$ cat src/source/rvCorePkg.sv
`default_nettype none

package rvCorePkg;

  localparam int xlen = 32;
  localparam int imemDepthLog2 = 8; // 256 words
  localparam int dmemDepthLog2 = 10; // 1 KiB of bytes

  typedef logic [xlen-1:0] wordT;
  typedef logic [4:0] regIndexT;
  typedef logic [31:0] instrT;

  localparam logic [6:0] opR = 7'b0110011;
  localparam logic [6:0] opImm = 7'b0010011;
  localparam logic [6:0] opLoad = 7'b0000011;
  localparam logic [6:0] opStore = 7'b0100011;
  localparam logic [6:0] opBranch = 7'b1100011;
  localparam logic [6:0] opJal = 7'b1101111;
  localparam logic [6:0] opJalr = 7'b1100111;
  localparam logic [6:0] opLui = 7'b0110111;
  localparam logic [6:0] opAuipc = 7'b0010111;

  localparam logic [2:0] funct3AddSub = 3'b000;
  localparam logic [2:0] funct3Sll = 3'b001;
  localparam logic [2:0] funct3Slt = 3'b010;
  localparam logic [2:0] funct3Sltu = 3'b011;
  localparam logic [2:0] funct3Xor = 3'b100;
  localparam logic [2:0] funct3SrlSra = 3'b101;
  localparam logic [2:0] funct3Or = 3'b110;
  localparam logic [2:0] funct3And = 3'b111;

  localparam logic [2:0] funct3Lb = 3'b000;
  localparam logic [2:0] funct3Lh = 3'b001;
  localparam logic [2:0] funct3Lw = 3'b010;
  localparam logic [2:0] funct3Lbu = 3'b100;
  localparam logic [2:0] funct3Lhu = 3'b101;
  localparam logic [2:0] funct3Sb = 3'b000;
  localparam logic [2:0] funct3Sh = 3'b001;
  localparam logic [2:0] funct3Sw = 3'b010;

  localparam logic [2:0] funct3Beq = 3'b000;
  localparam logic [2:0] funct3Bne = 3'b001;
  localparam logic [2:0] funct3Blt = 3'b100;
  localparam logic [2:0] funct3Bge = 3'b101;
  localparam logic [2:0] funct3Bltu = 3'b110;
  localparam logic [2:0] funct3Bgeu = 3'b111;

  typedef enum logic [3:0] {
    aluAdd, aluSub, aluXor, aluOr, aluAnd, aluSll,
    aluSrl, aluSra, aluSlt, aluSltu, aluPassB, aluAddPc
  } aluOpT;

  typedef enum logic [1:0] {
    fwdNone, fwdMem, fwdWb
  } forwardT;

  typedef struct packed {
    logic regWrite;
    logic memRead;
    logic memWrite;
    logic memToReg;
    logic aluSrc;
    logic branch;
    logic jump;
    logic linkPc; // rd gets pc+4
    aluOpT aluOp;
    logic [2:0] memSize; // funct3, also the branch kind
  } ctrlT;

  typedef struct packed {
    logic valid;
    wordT pc;
    instrT instr;
  } ifIdT;

  typedef struct packed {
    logic valid;
    wordT pc;
    regIndexT rs1;
    regIndexT rs2;
    regIndexT rd;
    wordT rs1Data;
    wordT rs2Data;
    wordT imm;
    ctrlT ctrl;
  } idExT;

  typedef struct packed {
    logic valid;
    wordT pc;
    regIndexT rd;
    wordT aluResult;
    wordT storeData;
    wordT target;
    logic zero;
    logic less;
    ctrlT ctrl;
  } exMemT;

  typedef struct packed {
    logic valid;
    wordT pc;
    regIndexT rd;
    wordT result;
    ctrlT ctrl;
  } memWbT;

  typedef struct packed {
    logic valid;
    logic isStore;
    regIndexT rd;
    wordT address;
    wordT data;
  } commitT;

endpackage

`default_nettype wire
$ cat src/source/hazardUnit.sv
`timescale 1ns/1ps
`default_nettype none

module hazardUnit
(
  input  rvCorePkg::regIndexT idRs1,
  input  rvCorePkg::regIndexT idRs2,
  input  rvCorePkg::regIndexT exRd,
  input  logic exMemRead,
  input  rvCorePkg::regIndexT memRd,
  input  rvCorePkg::regIndexT wbRd,
  input  logic memRegWrite,
  input  logic wbRegWrite,
  input  rvCorePkg::regIndexT exRs1,
  input  rvCorePkg::regIndexT exRs2,
  input  logic redirect,
  output logic stall,
  output logic flush,
  output rvCorePkg::forwardT forwardA,
  output rvCorePkg::forwardT forwardB
);

  logic memHit;
  logic wbHit;

  assign memHit = memRegWrite && (memRd != '0);
  assign wbHit = wbRegWrite && (wbRd != '0);

  // load in EX, consumer in ID
  assign stall = exMemRead && (exRd != '0) && (exRd == idRs1 || exRd == idRs2);
  assign flush = redirect;

  always_comb
  begin
    forwardA = rvCorePkg::fwdNone;
    forwardB = rvCorePkg::fwdNone;
    if (memHit && memRd == exRs1)
      forwardA = rvCorePkg::fwdMem; // youngest value wins
    else if (wbHit && wbRd == exRs1)
      forwardA = rvCorePkg::fwdWb;
    if (memHit && memRd == exRs2)
      forwardB = rvCorePkg::fwdMem;
    else if (wbHit && wbRd == exRs2)
      forwardB = rvCorePkg::fwdWb;
  end

endmodule

`default_nettype wire

$ cat config.mk
export PLATFORM = sky130hd
export DESIGN_NAME = hazardUnit
export DESIGN_NICKNAME = d
export VERILOG_FILES = /design/src/source/rvCorePkg.sv /design/src/source/hazardUnit.sv
export SDC_FILE = /design/constraint.sdc
export NUM_CORES = 1
export LEC_CHECK = 0
export BUFFER_PORTS_ARGS = -buffer_cell sky130_fd_sc_hd__clkbuf_2
export CAP_MARGIN = 20
export CORE_AREA = 2 2 39 41
export DETAILED_ROUTE_END_ITERATION = 8
export DIE_AREA = 0 0 41 43
export PLACE_DENSITY = 0.72
export SYNTH_ARGS = -nofsm -noshare
export SYNTH_HDL_FRONTEND = slang
export SYNTH_SLANG_ARGS = --single-unit
$ cat constraint.sdc
create_clock -name vclk -period 7.1
set_input_delay 2.13 -clock vclk [all_inputs]
set_output_delay 2.13 -clock vclk [all_outputs]
set_load 0.03 [all_outputs]
Yosys cells after proc, flatten, opt, wreduce, memory -nomap -nowiden
Cells that the tools add are included.

Bits in registers: 0. Input bits: 39. Output and inout bits: 6. Logic and storage cells: 22.

Equality and inequality tests: 6. Muxes and demuxes: 4. Reductions and logical operators: 12.

Operators by type and width (count): 5-bit == test (6); 5-bit nonzero test (3); 1-bit logical AND (8); 2-bit two-way mux (4); 1-bit logical OR (1).

Longest topological paths before layout
Gate-level depths: netlist (run 1).

Depth after elaboration: 5. Gate-level depth with buffers: 4. Mapped depth without buffers: 4.

Worst setup path before layout (run 1)
No wires, ideal clock.

Path type: input -> output. Start: input memRd[4]. End: output forwardA[1]. Arrival time: 3.715 ns. Required time: 4.970 ns. Setup slack: 1.255 ns. Cell stages on the path: 4. Path buffers: 0. Path through: or4_1 > o21ai_2 > nor4_1 > nor4_2.

Cells in the longest elaborated chain, start to end: 4. Elaborated cells between the ends (all ways): 5. Those cells by class: 1 x eq/ne; 1 x mux; 3 x reduce/logical.

Ends and longest elaborated chain: start: declaration (line hazardUnit.sv:10) `input rvCorePkg::regIndexT memRd,`; 5-bit nonzero test (line hazardUnit.sv:26) `assign memHit = memRegWrite && (memRd != '0);`; 1-bit logical AND (line hazardUnit.sv:26); 1-bit logical AND * (line hazardUnit.sv:37) `if (memHit && memRd == exRs1)`; 2-bit two-way mux * (line hazardUnit.sv:37); end: declaration (line hazardUnit.sv:19) `output rvCorePkg::forwardT forwardA,`.

Every way passes the cells marked *; elsewhere a longest branch is shown, timed or not.

Worst setup path in the final report (run 1)
Start: input memRd[1]. End: output forwardB[1].

Cells in the longest elaborated chain, start to end: 4. Elaborated cells between the ends (all ways): 5. Those cells by class: 1 x eq/ne; 1 x mux; 3 x reduce/logical.

Ends and longest elaborated chain: 5-bit nonzero test (line hazardUnit.sv:26); 1-bit logical AND (line hazardUnit.sv:26); 1-bit logical AND * (line hazardUnit.sv:41) `if (memHit && memRd == exRs2)`; 2-bit two-way mux * (line hazardUnit.sv:41); end: declaration (line hazardUnit.sv:20) `output rvCorePkg::forwardT forwardB`.

Marked as above.

==> impl_metrics.tcl, run 1 <==
set metrics [dict create \
    port_buffers 43 \
    fin_crit_ns 5.66 \
    ys_types 12 \
    wl_per_cell_um 10.7 \
    grt_use_total_pct 12.4 \
    synth_area_um2 399 \
    total_leakage_power_uw 0.000305 \
    ff_latch_area_um2 0 \
    worstMarginPinSlew_ns 0.464 \
    utilization_pct 45.3 \
    crit_type "in -> out" \
    drt_iter0_drc 0 \
    crit_arrival_ns 3.53 \
    finalCritPeriodShare_pct 79.7 \
    finalSetupViolations 0 \
    use_met2_pct 28.1 \
    via_count 504 \
    cp-start-kind "primary input" \
    grt_pass1_vias 453 \
    antenna_found_initial 0 \
    route.detailed.drc 0 \
    coreArea_um2 1380 \
    initial_utilization_pct 28.8 \
    die_w_um 41 \
    ys_seq_area_share_pct 0 \
    drt-total-wl_mm 1.16 \
    rows 14 \
    syn_inst 50 \
    dieArea_um2 1760 \
    hold_class "in -> out" \
    maxCapViolCount 0 \
    timing.final.ws_setup_ns 1.44 \
    syn_area_per_cell_um2 7.98 \
    ant_nets 0 \
    clock.fmax_mhz 177 \
    required_ns 4.97 \
    hold_violations 0 \
    slew_violations 0 \
    gp_congestion 0.630 \
    via_per_inst 4.67 \
    grt_overflow_total 0 \
    syn_nets 89 \
    num_io_pins 45 \
    grt_max_degree 4 \
    ir_worst_vdd_uv 19.4 \
    rsz0062_at_grt "no" \
    grt.busiest_layer "met2" \
    post_cts_resized 0 \
    grt_pass1_wl_mm 1.59 \
    grt_use_met3_pct 1.05 \
    cellPowerDensity_nw_per_um2 54.9 \
    syn_to_final_growth_pct 57.1 \
    cts_hold_buf 0 \
    diodes 0 \
    slew_headroom_pct 68.8 \
    n_clock_buffer 0 \
    cts_setup_buffers 0 \
    fin_setup_tns_ns 0 \
    run_status "finished clean" \
    worstPathMaxFanout 3 \
    nFlopsAndLatches 0 \
    endpoint_kind "output pin" \
    die_h_um 43 \
    layout-drive-gt1-share_pct 50.0 \
    use_met1_pct 10.1 \
    final_cell_mix "clkbuf_2 (43), xor2_1 (20), xnor2_1 (10)" \
    hpwl_mm 1.13 \
    dp_slack_ns 1.43 \
    layout_commonest_cell "clkbuf_2" \
    final_nets 133 \
    yosys_warnings 0 \
    drtPass1Iterations 1 \
]
[cell usage after synthesis]
cell type,n,area (um^2)
xor2_1,20,175
nor4_1,2,12.5
a21oi_1,1,5.00
o21ai_1,1,5.00
buf_4,1,7.51
xnor2_1,10,87.6
nor4_2,2,25.0
o21ai_2,1,8.76
o21ai_0,1,5.00
nand3_1,4,20.0
or4_1,5,37.5
nor3_1,2,10.0
[critical path: stages]
cell and delay [ns]:
clkbuf_2 0.11, or4_1 0.53, o21ai_2 0.16, nor4_1 0.10, nor4_2 0.26, clkbuf_2 0.24
[metrics by stage]
| step | std cells | hold WS, ns | instance area [um^2] | total power (uW) |
|---|---|---|---|---|
| global placement | 108 | 4.26 | 627 | 34.1 |
| CTS | 108 | 4.26 | 627 | 35.0 |
| finish | 108 | 4.26 | 627 | 34.4 |
| floorplan | 50 | 4.39 | 399 | 17.5 |
| global route | 108 | 4.26 | 627 | 37.9 |
| detailed placement | 108 | 4.26 | 627 | 34.9 |
[cell families after synthesis]
group / Yosys count / synth area share [%]
compound gates: 4 / 5.95
xor+xnor: 30 / 65.8
buf+inv: 1 / 1.88
simple gates: 15 / 26.3
[final timing paths]
check | start | end | cells after the start
setup / recovery | memRd[1] | forwardB[1] | 6
hold / removal | redirect | flush | 0
[per-layer routing]
layer  share of wire (%)  vias to the layer above
met5                   0                        -
met4                   0                        0
met3                  16                        0
met2                  53                       39
met1                  31                      201
li1                    -                      264
[cell type report]
type                       count  area (um^2)
fill                         141          757
multi-input combinational     49          392
tap                           16         20.0
timing repair buffer          43          215
[power by group]
| group | switching (uW) | total (uW) | leakage [uW] | internal [uW] |
|---|---|---|---|---|
| Combinational | 16.6 | 34.4 | 0.000305 | 17.8 |
| Clock | 0 | 0 | 0 | 0 |
| Sequential | 0 | 0 | 0 | 0 |
Note: power is estimated with default switching activity, not from simulation.
==> run 2, diff against run 1 <==
clock period = 5.3 ns   (was 7.1 ns; I/O delays follow)
==> run 2 against run 1 <==
  * Flip-flop and latch count unchanged
  * Final cell count is the same
  * Cell area did not move
  * First-iteration DRC count stayed put
  * Critical path depth did not move
==> impl_metrics.tcl, run 2 (synthesis results as in run 1) <==
set metrics [dict create \
    total_leakage_power_uw 0.000305 \
    min_from "redirect" \
    cpPeakStageDelay_ns 0.53 \
    syn_to_final_growth_pct 57.1 \
    route.met2.wl_um 622 \
    layout-drive-gt1-share_pct 50.0 \
    grt_max_degree 4 \
    routed.top_layer "met3" \
    ff_latch_area_um2 0 \
    drtPass1Iterations 1 \
    via_per_inst 4.68 \
    nFlopsAndLatches 0 \
    grt_pass1_vias 448 \
    initial_utilization_pct 28.8 \
    holdWs_ns 3.18 \
    hold_depth 0 \
    diodes 0 \
    grt_pass1_wl_mm 1.56 \
    hold_class "in -> out" \
    grt_overflow_total 0 \
    wl_met3_um 171 \
    finalSetupViolations 0 \
    hpwl_mm 1.12 \
    endpoint_kind "output pin" \
    crit_arrival_ns 2.98 \
    port_buffers 43 \
    cp_cell_sequence "clkbuf_2 > or4_1 > o21ai_2 > nor4_1 > nor4_2 > clkbuf_2" \
    rsz0062_at_grt "no" \
    wl_per_cell_um 10.6 \
    required_ns 3.71 \
    cp_num_cells 6 \
    finalCritPeriodShare_pct 86.3 \
    worstHoldEndpoint "flush" \
    maxCapViolCount 0 \
    antenna_found_initial 0 \
    ir_worst_vdd_uv 25.3 \
    clock.fmax_mhz 219 \
    n_clock_buffer 0 \
    cts_hold_buf 0 \
    ant_nets 0 \
    critical_path_buf_inv_count 2 \
    cts_setup_buffers 0 \
    layout_commonest_cell "clkbuf_2" \
    dieArea_um2 1760 \
    coreArea_um2 1380 \
    slew_violations 0 \
    crit_top_cell "clkbuf_2" \
    drt-total-wl_mm 1.14 \
    rows 14 \
    cellPowerDensity_nw_per_um2 73.7 \
    gp_congestion 0.630 \
    final_nets 133 \
    via_count 505 \
    final_cell_mix "clkbuf_2 (43), xor2_1 (20), xnor2_1 (10)" \
    fin_setup_tns_ns 0 \
    num_io_pins 45 \
    crit_family "simple AND/OR/NAND/NOR gates" \
    cp_slowest_cell "or4_1" \
    m1WireLength_um 347 \
    hold_violations 0 \
    post_cts_resized 0 \
    slew_headroom_pct 67.5 \
    worstMarginPinSlew_ns 0.482 \
    route.detailed.drc 0 \
    die_w_um 41 \
    die_h_um 43 \
    grt_use_total_pct 12.1 \
    crit_type "in -> out" \
    run_status "finished clean" \
    fin_crit_ns 4.57 \
    worstPathMaxFanout 3 \
    drt_iter0_drc 0 \
    cp-start-kind "primary input" \
]
## run 2: power breakdown
part / internal [uW] / total (uW) / switching [uW]
Sequential: 0 / 0 / 0
Clock: 0 / 0 / 0
Combinational: 23.8 / 46.2 / 22.4
Total: 23.8 / 46.2 / 22.4
## run 2: metal layers
metal  vias to the layer above  track usage [%]
met4                         0                0
met2                        39             27.8
li1                        264                -
met3                         0             1.05
met5                         -                0
met1                       202             9.49
## run 2: through the flow
| stage | instances | setup WS, ns | cell area [um^2] | total power (uW) | util (%) |
|---|---|---|---|---|---|
| 6_report | 108 | 0.727 | 627 | 46.2 | 45.3 |
| 5_1_grt | 108 | 0.668 | 627 | 50.9 | 45.3 |
| 4_1_cts | 108 | 0.713 | 627 | 46.8 | 45.3 |
| 3_5_place_dp | 108 | 0.709 | 627 | 46.6 | 45.3 |
| 3_3_place_gp | 108 | 0.759 | 627 | 45.7 | 45.3 |
| 2_1_floorplan | 50 | 0.535 | 399 | 23.4 | - |
## run 2: how the worst max path moves through the flow
| stage | from | endpoint | slack [ns] |
|---|---|---|---|
| 5_1_grt | memRd[1] | forwardB[1] | 0.67 |
| 6_report | memRd[1] | forwardA[1] | 0.73 |
| 2_1_floorplan | memRd[4] | forwardA[1] | 0.53 |
| 3_3_place_gp | memRd[1] | forwardA[1] | 0.76 |
| 4_1_cts | memRd[1] | forwardA[1] | 0.71 |
| 3_5_place_dp | memRd[1] | forwardA[1] | 0.71 |
## run 2: final cells by class
type,count,area (um^2)
fill,139,757
multi-input combinational,49,392
timing repair buffer,43,215
tap,16,20.0
==> run 3, diff against run 2 <==
REMOVE_ABC_BUFFERS = 1   (was not set)
==> run 3 against run 2 <==
  * First-iteration DRC count did not move
  * Hold slack barely moved
  * Die area is the same
  * Total power is 0.47% lower
  * Cell area did not move
  * Global-route usage is 0.80 points lower
  * Final cell count did not move
  * Flip-flop and latch count unchanged
  * Combinational power is essentially flat
  * Wire length up 0.53%
  * Via count decreased by 0.59%
  * Critical path type unchanged
  * Largest cell class unchanged
==> impl_metrics.tcl, run 3 (synthesis results as in run 1) <==
set metrics [dict create \
    num_io_pins 45 \
    cellPowerDensity_nw_per_um2 73.3 \
    antenna_found_initial 0 \
    worstPathMaxFanout 3 \
    gp_congestion 0.583 \
    worstHoldEndpoint "flush" \
    hold_class "in -> out" \
    grt_pass1_wl_mm 1.45 \
    layout-drive-gt1-share_pct 50.0 \
    port_buffers 43 \
    post_cts_resized 0 \
    final_cell_area_um2 627 \
    via_per_inst 4.65 \
    dp_slack_ns 0.730 \
    fill_cells 148 \
    power.switching_uw 22.2 \
    hold_violations 0 \
    fin_setup_tns_ns 0 \
    cts_hold_buf 0 \
    endpoint_kind "output pin" \
    p_clk_share_pct 0 \
    crit_type "in -> out" \
    hold_depth 0 \
    ir_worst_vdd_uv 26.4 \
    initial_utilization_pct 28.8 \
    min_from "redirect" \
    grt_pass1_vias 440 \
    grt_use_total_pct 11.3 \
    n_clock_buffer 0 \
    finalCritPeriodShare_pct 86.1 \
    required_ns 3.71 \
    utilization_pct 45.3 \
    fin_crit_ns 4.56 \
    crit_arrival_ns 2.97 \
    p_comb_share_pct 100.0 \
    timing.final.ws_setup_ns 0.739 \
    die_h_um 43 \
    rsz0062_at_grt "no" \
    maxCapViolCount 0 \
    final_nets 133 \
    route.detailed.drc 0 \
    clock.fmax_mhz 219 \
    final_cell_mix "clkbuf_2 (43), xor2_1 (20), xnor2_1 (10)" \
    worstMarginPinSlew_ns 0.459 \
    ff_latch_area_um2 0 \
    syn_to_final_growth_pct 57.1 \
    ant_nets 0 \
    nFlopsAndLatches 0 \
    diodes 0 \
    via_count 502 \
    coreArea_um2 1380 \
    wl_per_cell_um 10.6 \
    p_seq_share_pct 0 \
    cts_setup_buffers 0 \
    rows 14 \
    drt_iter0_drc 0 \
    slew_headroom_pct 69.1 \
    drtPass1Iterations 1 \
    p_int_uw 23.8 \
    cp-start-kind "primary input" \
    finalSetupViolations 0 \
    placed_cell_area_um2 627 \
    slew_violations 0 \
    grt_overflow_total 0 \
    hpwl_mm 1.11 \
    grt_max_degree 4 \
    swShare_pct 48.2 \
    dieArea_um2 1760 \
    layout_commonest_cell "clkbuf_2" \
    run_status "finished clean" \
    drt-total-wl_mm 1.15 \
    total_leakage_power_uw 0.000305 \
    die_w_um 41 \
]
run 3: cell counts in the layout (fill, tap and decap cells not counted):
Identical to the previous run, type by type.
run 3: worst max path at each step:
stage	from	to	slack, ns	depth (start not counted)
2_1_floorplan	memRd[4]	forwardA[1]	0.53	4
3_3_place_gp	memRd[1]	forwardB[1]	0.76	6
3_5_place_dp	memRd[1]	forwardA[1]	0.73	6
4_1_cts	memRd[1]	forwardA[1]	0.73	6
5_1_grt	memRd[1]	forwardB[1]	0.67	6
6_report	memRd[1]	forwardA[1]	0.74	6
run 3: power by group through the flow:
stage | clock (uW) | combinational (uW) | sequential (uW)
after floorplan | 0 | 22.0 | 0
final | 0 | 46.0 | 0
after detailed placement | 0 | 46.4 | 0
after global placement | 0 | 45.6 | 0
after CTS | 0 | 46.6 | 0
after global routing | 0 | 50.4 | 0
run 3: layout make-up:
class | instances | area (um^2) | share of cell area, %
Timing Repair Buffer | 43 | 215 | 34.3
Tap cell | 16 | 20.0 | 3.19
Multi-Input combinational cell | 49 | 392 | 62.5
run 3: routing by layer:
metal	global-route usage [%]	wire (um)	vias to the layer above
li1	-	-	265
met1	8.23	369	199
met2	26.3	598	38
met3	1.57	180	0
met4	0	0	0
met5	0	0	-
run 3: worst max-delay path: stages:
cell	delay (ns)
clkbuf_2	0.11
or4_1	0.53
o21ai_2	0.15
nor4_1	0.10
nor4_2	0.26
clkbuf_2	0.24
run 3: metrics by stage:
step	instances	power, uW	hold WS (ns)
floorplan	49	22.0	3.18
global placement	108	45.6	3.18
detailed placement	108	46.4	3.18
CTS	108	46.6	3.18
global route	108	50.4	3.18
finish	108	46.0	3.18
